### config.mk
export PLATFORM = sky130hd
export DESIGN_NAME = anchor_updater
export DESIGN_NICKNAME = d
export VERILOG_FILES = /design/src/rtl/octree_pkg.sv /design/src/rtl/anchor_updater.sv /design/src/rtl/lane_update.sv /design/src/rtl/level_walker.sv /design/src/rtl/node_addr_gen.sv /design/src/rtl/update_fsm.sv
export SDC_FILE = /design/constraint.sdc
export NUM_CORES = 1
export LEC_CHECK = 0
export ABC_AREA = 1
export BUFFER_PORTS_ARGS = -buffer_cell sky130_fd_sc_hd__buf_2
export CAP_MARGIN = 15
export CELL_PAD_IN_SITES_DETAIL_PLACEMENT = 1
export CELL_PAD_IN_SITES_GLOBAL_PLACEMENT = 1
export CORE_UTILIZATION = 35
export CTS_CLUSTER_SIZE = 40
export DETAILED_ROUTE_END_ITERATION = 6
export HOLD_SLACK_MARGIN = 0.1
export PLACE_DENSITY = 0.87
export SYNTH_ARGS = -nofsm -noshare
export SYNTH_HDL_FRONTEND = slang
export SYNTH_HIERARCHICAL = 1
export SYNTH_SLANG_ARGS = --single-unit
export TNS_END_PERCENT = 1
### constraint.sdc
create_clock -name clk -period 8.4 [get_ports clk]
set_clock_uncertainty 0.1 [all_clocks]
set_input_delay 1.68 -clock clk [delete_from_list [all_inputs] [get_ports clk]]
set_output_delay 1.68 -clock clk [all_outputs]
set_load 0.02 [all_outputs]
### src/rtl/octree_pkg.sv
package octree_pkg;

  // tree geometry
  localparam int LEVEL_W    = 3;
  localparam int NUM_LEVELS = 5;
  localparam int OFFSET_W   = 3;

  // position code: level on top, offset 0 in the highest slice below it
  localparam int POS_W  = LEVEL_W + NUM_LEVELS * OFFSET_W;
  localparam int PATH_W = POS_W - LEVEL_W;

  // sram word layout
  localparam int DATA_W         = 64;
  localparam int LANE_W         = 16;
  localparam int LANES_PER_WORD = DATA_W / LANE_W;
  localparam int LANE_SEL_W     = $clog2(LANES_PER_WORD);
  localparam int ADDR_W         = 11;

  // group number covers word address and lane
  localparam int GROUP_W = ADDR_W + LANE_SEL_W;

  // first group number of each level
  localparam int LEVEL_BASE [NUM_LEVELS] = '{0, 1, 9, 73, 585};

  typedef logic [LEVEL_W-1:0]    level_t;
  typedef logic [OFFSET_W-1:0]   offset_t;
  typedef logic [POS_W-1:0]      pos_code_t;
  typedef logic [ADDR_W-1:0]     sram_addr_t;
  typedef logic [DATA_W-1:0]     sram_data_t;
  typedef logic [LANE_W-1:0]     lane_t;
  typedef logic [LANE_SEL_W-1:0] lane_sel_t;

  typedef enum logic {
    OP_ADD    = 1'b0,
    OP_DELETE = 1'b1
  } update_op_e;

  // one tree step is a READ followed by a WRITE
  typedef enum logic [1:0] {
    IDLE,
    READ,
    WRITE,
    DONE
  } fsm_state_e;

endpackage

### src/rtl/anchor_updater.sv
`timescale 1ns/10ps

module anchor_updater (
  input  logic                   clk,
  input  logic                   rst_n,
  input  logic                   req_valid_i,
  output logic                   req_ready_o,
  input  octree_pkg::update_op_e req_op_i,
  input  octree_pkg::pos_code_t  req_pos_i,
  output logic                   rsp_valid_o,
  output logic                   sram_cen_o,
  output logic                   sram_gwen_o,
  output octree_pkg::sram_addr_t sram_addr_o,
  output octree_pkg::sram_data_t sram_d_o,
  input  octree_pkg::sram_data_t sram_q_i
);
  import octree_pkg::*;

  logic              walk_load;
  logic              walk_ascend;
  update_op_e        op;
  logic              target_self;
  logic              at_root;
  logic              propagate;
  level_t            level;
  logic [PATH_W-1:0] path;
  lane_sel_t         lane;
  offset_t           slot;

  update_fsm u_fsm (
    .clk           (clk),
    .rst_n         (rst_n),
    .req_valid_i   (req_valid_i),
    .req_ready_o   (req_ready_o),
    .req_op_i      (req_op_i),
    .rsp_valid_o   (rsp_valid_o),
    .walk_load_o   (walk_load),
    .walk_ascend_o (walk_ascend),
    .op_o          (op),
    .target_self_o (target_self),
    .at_root_i     (at_root),
    .propagate_i   (propagate),
    .sram_cen_o    (sram_cen_o),
    .sram_gwen_o   (sram_gwen_o)
  );

  level_walker u_walker (
    .clk       (clk),
    .rst_n     (rst_n),
    .load_i    (walk_load),
    .ascend_i  (walk_ascend),
    .pos_i     (req_pos_i),
    .level_o   (level),
    .path_o    (path),
    .at_root_o (at_root)
  );

  node_addr_gen u_addr (
    .level_i     (level),
    .path_i      (path),
    .sram_addr_o (sram_addr_o),
    .lane_o      (lane),
    .slot_o      (slot)
  );

  lane_update u_lane (
    .rdata_i       (sram_q_i),
    .lane_i        (lane),
    .slot_i        (slot),
    .op_i          (op),
    .target_self_i (target_self),
    .wdata_o       (sram_d_o),
    .propagate_o   (propagate)
  );

endmodule

### src/rtl/lane_update.sv
`timescale 1ns/10ps

module lane_update (
  input  octree_pkg::sram_data_t rdata_i,
  input  octree_pkg::lane_sel_t  lane_i,
  input  octree_pkg::offset_t    slot_i,
  input  octree_pkg::update_op_e op_i,
  input  logic                   target_self_i,
  output octree_pkg::sram_data_t wdata_o,
  output logic                   propagate_o
);
  import octree_pkg::*;

  lane_t             lane_old;
  lane_t             lane_new;
  lane_t             bit_mask;
  logic [OFFSET_W:0] bit_idx;

  always_comb begin
    lane_old = rdata_i[lane_i*LANE_W +: LANE_W];

    // child bit at 2*slot, self bit just above it
    bit_idx  = {slot_i, target_self_i};
    bit_mask = lane_t'(1) << bit_idx;

    if (op_i == OP_ADD) begin
      lane_new = lane_old | bit_mask;
    end else begin
      lane_new = lane_old & ~bit_mask;
    end

    // other lanes pass through untouched
    wdata_o = rdata_i;
    wdata_o[lane_i*LANE_W +: LANE_W] = lane_new;

    // add climbs when the group was empty, delete when it became empty
    if (op_i == OP_ADD) begin
      propagate_o = (lane_old == '0);
    end else begin
      propagate_o = (lane_new == '0);
    end
  end

endmodule

### src/rtl/level_walker.sv
`timescale 1ns/10ps

module level_walker (
  input  logic                          clk,
  input  logic                          rst_n,
  input  logic                          load_i,
  input  logic                          ascend_i,
  input  octree_pkg::pos_code_t         pos_i,
  output octree_pkg::level_t            level_o,
  output logic [octree_pkg::PATH_W-1:0] path_o,
  output logic                          at_root_o
);
  import octree_pkg::*;

  level_t            level_q;
  logic [PATH_W-1:0] path_q;

  // level counts down toward the root, one per ancestor step
  always_ff @(posedge clk or negedge rst_n) begin
    if (!rst_n) begin
      level_q <= '0;
    end else if (load_i) begin
      level_q <= pos_i[POS_W-1 -: LEVEL_W];
    end else if (ascend_i) begin
      level_q <= level_q - 1'b1;
    end
  end

  // path stays fixed for the whole walk
  always_ff @(posedge clk) begin
    if (load_i) begin
      path_q <= pos_i[PATH_W-1:0];
    end
  end

  assign level_o   = level_q;
  assign path_o    = path_q;
  assign at_root_o = (level_q == '0);

  a_load_level_range : assert property (@(posedge clk) disable iff (!rst_n)
    load_i |=> (level_o < NUM_LEVELS));

  a_no_ascend_at_root : assert property (@(posedge clk) disable iff (!rst_n)
    ascend_i |-> !at_root_o);

endmodule

### src/rtl/node_addr_gen.sv
`timescale 1ns/10ps

module node_addr_gen (
  input  octree_pkg::level_t            level_i,
  input  logic [octree_pkg::PATH_W-1:0] path_i,
  output octree_pkg::sram_addr_t        sram_addr_o,
  output octree_pkg::lane_sel_t         lane_o,
  output octree_pkg::offset_t           slot_o
);
  import octree_pkg::*;

  offset_t            offsets [NUM_LEVELS];
  logic [GROUP_W-1:0] base;
  logic [GROUP_W-1:0] prefix;
  logic [GROUP_W-1:0] group;

  always_comb begin
    // offset 0 sits in the top slice of the path
    for (int i = 0; i < NUM_LEVELS; i++) begin
      offsets[i] = path_i[PATH_W-1-i*OFFSET_W -: OFFSET_W];
    end

    // octal number of the offsets above the current level
    prefix = '0;
    for (int i = 0; i < NUM_LEVELS - 1; i++) begin
      if (i < level_i) begin
        prefix = {prefix[GROUP_W-OFFSET_W-1:0], offsets[i]};
      end
    end

    base   = '0;
    slot_o = '0;
    for (int l = 0; l < NUM_LEVELS; l++) begin
      if (level_i == l) begin
        base   = GROUP_W'(LEVEL_BASE[l]);
        slot_o = offsets[l];
      end
    end

    group = base + prefix;
  end

  // four groups per word, lane 0 in the low bits
  assign sram_addr_o = group[GROUP_W-1 -: ADDR_W];
  assign lane_o      = group[LANE_SEL_W-1:0];

endmodule

### src/rtl/update_fsm.sv
`timescale 1ns/10ps

module update_fsm (
  input  logic                   clk,
  input  logic                   rst_n,
  input  logic                   req_valid_i,
  output logic                   req_ready_o,
  input  octree_pkg::update_op_e req_op_i,
  output logic                   rsp_valid_o,
  output logic                   walk_load_o,
  output logic                   walk_ascend_o,
  output octree_pkg::update_op_e op_o,
  output logic                   target_self_o,
  input  logic                   at_root_i,
  input  logic                   propagate_i,
  output logic                   sram_cen_o,
  output logic                   sram_gwen_o
);
  import octree_pkg::*;

  fsm_state_e state;
  update_op_e op_q;
  logic       first_step_q;
  logic       accept;

  assign accept = req_valid_i && req_ready_o;

  always_ff @(posedge clk or negedge rst_n) begin
    if (!rst_n) begin
      state        <= IDLE;
      op_q         <= OP_ADD;
      first_step_q <= 1'b0;
    end else begin
      case (state)
        IDLE: begin
          if (accept) begin
            state        <= READ;
            op_q         <= req_op_i;
            first_step_q <= 1'b1;
          end
        end
        READ: begin
          state <= WRITE;
        end
        WRITE: begin
          // climb only while the group changed emptiness and a parent exists
          if (walk_ascend_o) begin
            state        <= READ;
            first_step_q <= 1'b0;
          end else begin
            state <= DONE;
          end
        end
        DONE: begin
          state <= IDLE;
        end
        default: begin
          state <= IDLE;
        end
      endcase
    end
  end

  assign req_ready_o   = (state == IDLE);
  assign rsp_valid_o   = (state == DONE);
  assign walk_load_o   = accept;
  assign walk_ascend_o = (state == WRITE) && propagate_i && !at_root_i;
  assign op_o          = op_q;
  // self bit on the requested node, child bit on every ancestor
  assign target_self_o = first_step_q;

  // read in READ, write back in WRITE, both active low
  assign sram_cen_o  = !((state == READ) || (state == WRITE));
  assign sram_gwen_o = !(state == WRITE);

  // busy from acceptance until the done pulse has passed
  a_no_accept_busy : assert property (@(posedge clk) disable iff (!rst_n)
    accept |=> !req_ready_o);

  a_rsp_one_cycle : assert property (@(posedge clk) disable iff (!rst_n)
    rsp_valid_o |=> !rsp_valid_o);

  // every write is the second half of a read-modify-write step
  a_write_after_read : assert property (@(posedge clk) disable iff (!rst_n)
    !sram_gwen_o |-> !sram_cen_o && $past(!sram_cen_o && sram_gwen_o));

endmodule

==> flow_summary.ini <==
[outcome]
run_status = complete, no violations

[yosys]
number_of_flops_mapped_to_enable_cells_by_yosys = 15
synth_sequential_area_ratio = 0.157
synth.lib_cells_used.distinct = 40
synth.yosys.warnings = 6
synth-async-reset-ratio = 0.318
syn-num-nets = 795
gate_count_of_the_mapped_netlist = 694
dominantRegCellSynth = sky130_fd_sc_hd__edfxtp_1
postSynthRegisterBits = 22
average_cell_area_after_synthesis_um2 = 5.73
synth_area_um2 = 3980

[clock_tree]
postCtsHoldBufs = 0
ctsRootBufferMaster = sky130_fd_sc_hd__clkbuf_16
clock_path_buffers = 2
clk_transition_reported_paths_ps = 60
post_cts_resized = 0
clkLatencyLatePin_ps = 250
cts-htree-levels = 1
number_of_setup_buffers_added_after_cts = 0
tritoncts = done
cts_sinks = 22
cts-buffers-inserted = 3

[sta]
tightestPinTransition_ps = 980
slew_hr = 0.347
fmax_mhz = 145
rsz_0062_raised_after_global_routing = no
min_period_ps = 6900
timing.final.hold_violations = 0
period_share = 0.822
setup_viol = 0
maxSlewViolCount = 0
setup_tns_ps = 0

[placed_design]
gp_routability_congestion = 0.926
dpl.hpwl_um = 13000
numPortBuffers = 164

[grt]
global_routing_s_busiest_layer = met2
first_pass_grt_wire_length_um = 24500
initial_antenna_violation_count = 0
first_global_vias = 5096
grt_use_met1 = 0.330
grt_use_met3 = 0.0193
global_route_congestion_overflow_total = 0
track_usage = 0.261
use_met2 = 0.469
grt_max_degree = 52

[setup_path]
path_class = flop to output port
depth_of_the_worst_register_to_register_path = 26
worst_setup_path_end_kind = output port
cp_max_fo = 51
critical_path.startpoint_type = flop
crit_arrival_ps = 5120
timing.critical_path.required_ps = 6620

[routing]
drcViolationCount = 0
routed_via_density = 5.27
initialDrtViolationCount = 260
first_pass_drt_iterations = 5
detail-route-antenna-nets = 0
wl_per_cell_um = 16.2
drt_wl_total_um = 15800
num_vias = 5111

[floorplanning]
start_util = 0.364
area_inside_the_core_boundary_um2 = 10900
ioPinCount = 165
die-height_um = 109
core.rowCount = 38
die_w_um = 109
dieArea_um2 = 11800

[job]
timing.max_cap.violations = 0

[layout]
final_nets = 932
layout-area-overhead-vs-synth_pct = 22.7
final_layout_size_suffix_gt1_frac = 0.273
layout_commonest_cell = sky130_fd_sc_hd__nand2_1
antenna-diode-count = 0
commonest_non_fill_non_tap_cells_in_the_layout = sky130_fd_sc_hd__nand2_1, sky130_fd_sc_hd__buf_2, sky130_fd_sc_hd__nand3_1, sky130_fd_sc_hd__inv_1, sky130_fd_sc_hd__o21ai_0

[worst_hold_path]
holdPathStages = 2
hold_path_class = flop to flop
==> layout make-up <==
type / instances / area [µm²]
Clock buffer: 3 / 75.1
Clock inverter: 1 / 3.75
Fill cell: 1617 / 6060
Inverter: 85 / 322
Multi-Input combinational cell: 553 / 2840
Sequential cell: 22 / 626
Tap cell: 140 / 175
Timing Repair Buffer: 166 / 836
==> flip-flops by register name, summed over array words and instances, names as in the netlist <==
name and flops:
u_fsm/target_self_o 1, u_walker/level_o 3, u_fsm/op_o 1, u_fsm/state 2
u_walker/path_o 15
==> path summary, 6_finish.rpt <==
path	start	end	slack, ps
hold / removal	u_fsm/op_o	u_fsm/op_o	470
hold reg to reg	u_fsm/op_o	u_fsm/op_o	470
max in group asynchronous	rst_n	u_walker/level_o[1]	6870
min in group asynchronous	rst_n	u_fsm/state[1]	1160
setup reg to reg	u_walker/level_o[2]	u_walker/level_o[1]	3310
setup / recovery	u_walker/level_o[2]	sram_d_o[37]	1500
==> routing by layer <==
| layer | share of wire | routed length [µm] | vias up |
|---|---|---|---|
| met3 | 0.030 | 477 | 24 |
| met2 | 0.52 | 8150 | 121 |
| met4 | 0.019 | 293 | 0 |
| li1 | - | - | 2570 |
| met1 | 0.43 | 6840 | 2396 |
| met5 | 0 | 0 | - |
==> critical path: stages, from the launching register on <==
cell and delay, ps:
sky130_fd_sc_hd__dfrtp_1 770, sky130_fd_sc_hd__inv_2 290, sky130_fd_sc_hd__nand2_4 190, sky130_fd_sc_hd__nor2_1 60, sky130_fd_sc_hd__inv_1 140, sky130_fd_sc_hd__o22ai_1 90
sky130_fd_sc_hd__inv_1 80, sky130_fd_sc_hd__nand2_1 40, sky130_fd_sc_hd__o21ai_0 120, sky130_fd_sc_hd__o21ai_0 130, sky130_fd_sc_hd__ha_1 300, sky130_fd_sc_hd__buf_4 290
sky130_fd_sc_hd__inv_2 650, sky130_fd_sc_hd__ha_1 640, sky130_fd_sc_hd__nand3_1 180, sky130_fd_sc_hd__inv_1 420, sky130_fd_sc_hd__nand3_1 160, sky130_fd_sc_hd__o21ai_0 100
sky130_fd_sc_hd__buf_2 190
==> cells by family after synthesis <==
kind of cell	count (synthesis)	synth area share
and+or+nand+nor	440	0.523
xor gates and xnor gates	6	0.0151
buffers and inverters	119	0.128
DFF	22	0.157
AOI/OAI and AO/OA	92	0.129
adders and majority gates	15	0.0472
==> synthesized netlist by cell type (2+ instances only) <==
master | instances | share of area
sky130_fd_sc_hd__nand4_1 | 29 | 0.046
sky130_fd_sc_hd__buf_6 | 4 | 0.011
sky130_fd_sc_hd__dfrtp_1 | 7 | 0.044
sky130_fd_sc_hd__inv_1 | 75 | 0.071
sky130_fd_sc_hd__ha_1 | 15 | 0.047
sky130_fd_sc_hd__o21ai_1 | 5 | 0.0063
sky130_fd_sc_hd__nand2_1 | 213 | 0.20
sky130_fd_sc_hd__o22ai_1 | 9 | 0.014
sky130_fd_sc_hd__nor2_4 | 3 | 0.0085
sky130_fd_sc_hd__clkbuf_1 | 7 | 0.0066
sky130_fd_sc_hd__buf_4 | 3 | 0.0057
sky130_fd_sc_hd__a21oi_1 | 10 | 0.013
sky130_fd_sc_hd__nand3b_1 | 2 | 0.0038
sky130_fd_sc_hd__edfxtp_1 | 15 | 0.11
sky130_fd_sc_hd__xor2_1 | 4 | 0.0088
sky130_fd_sc_hd__o21ai_0 | 60 | 0.076
sky130_fd_sc_hd__nand3_2 | 7 | 0.018
sky130_fd_sc_hd__nand2_2 | 12 | 0.019
sky130_fd_sc_hd__nand3_1 | 119 | 0.15
sky130_fd_sc_hd__nor2_1 | 32 | 0.030
sky130_fd_sc_hd__o21ai_2 | 3 | 0.0066
sky130_fd_sc_hd__inv_2 | 8 | 0.0076
sky130_fd_sc_hd__nand2_4 | 6 | 0.017
sky130_fd_sc_hd__buf_2 | 16 | 0.020
sky130_fd_sc_hd__or2_2 | 2 | 0.0031
sky130_fd_sc_hd__nor2_2 | 11 | 0.017
sky130_fd_sc_hd__buf_1 | 4 | 0.0038
==> stage by stage <==
stage	cell area [µm²]	setup WS, ps	hold WS, ps	std cells	util
floorplan	3980	3200	382	694	-
detailed placement	4800	1880	454	966	0.439
finish	4880	1500	471	970	0.446
global placement	4800	2070	426	966	0.439
CTS	4880	1590	473	970	0.446
global route	4880	1040	509	970	0.446
Power is not shown: default switching activity piles up to over one toggle a cycle in this logic, so the estimate is an artifact.
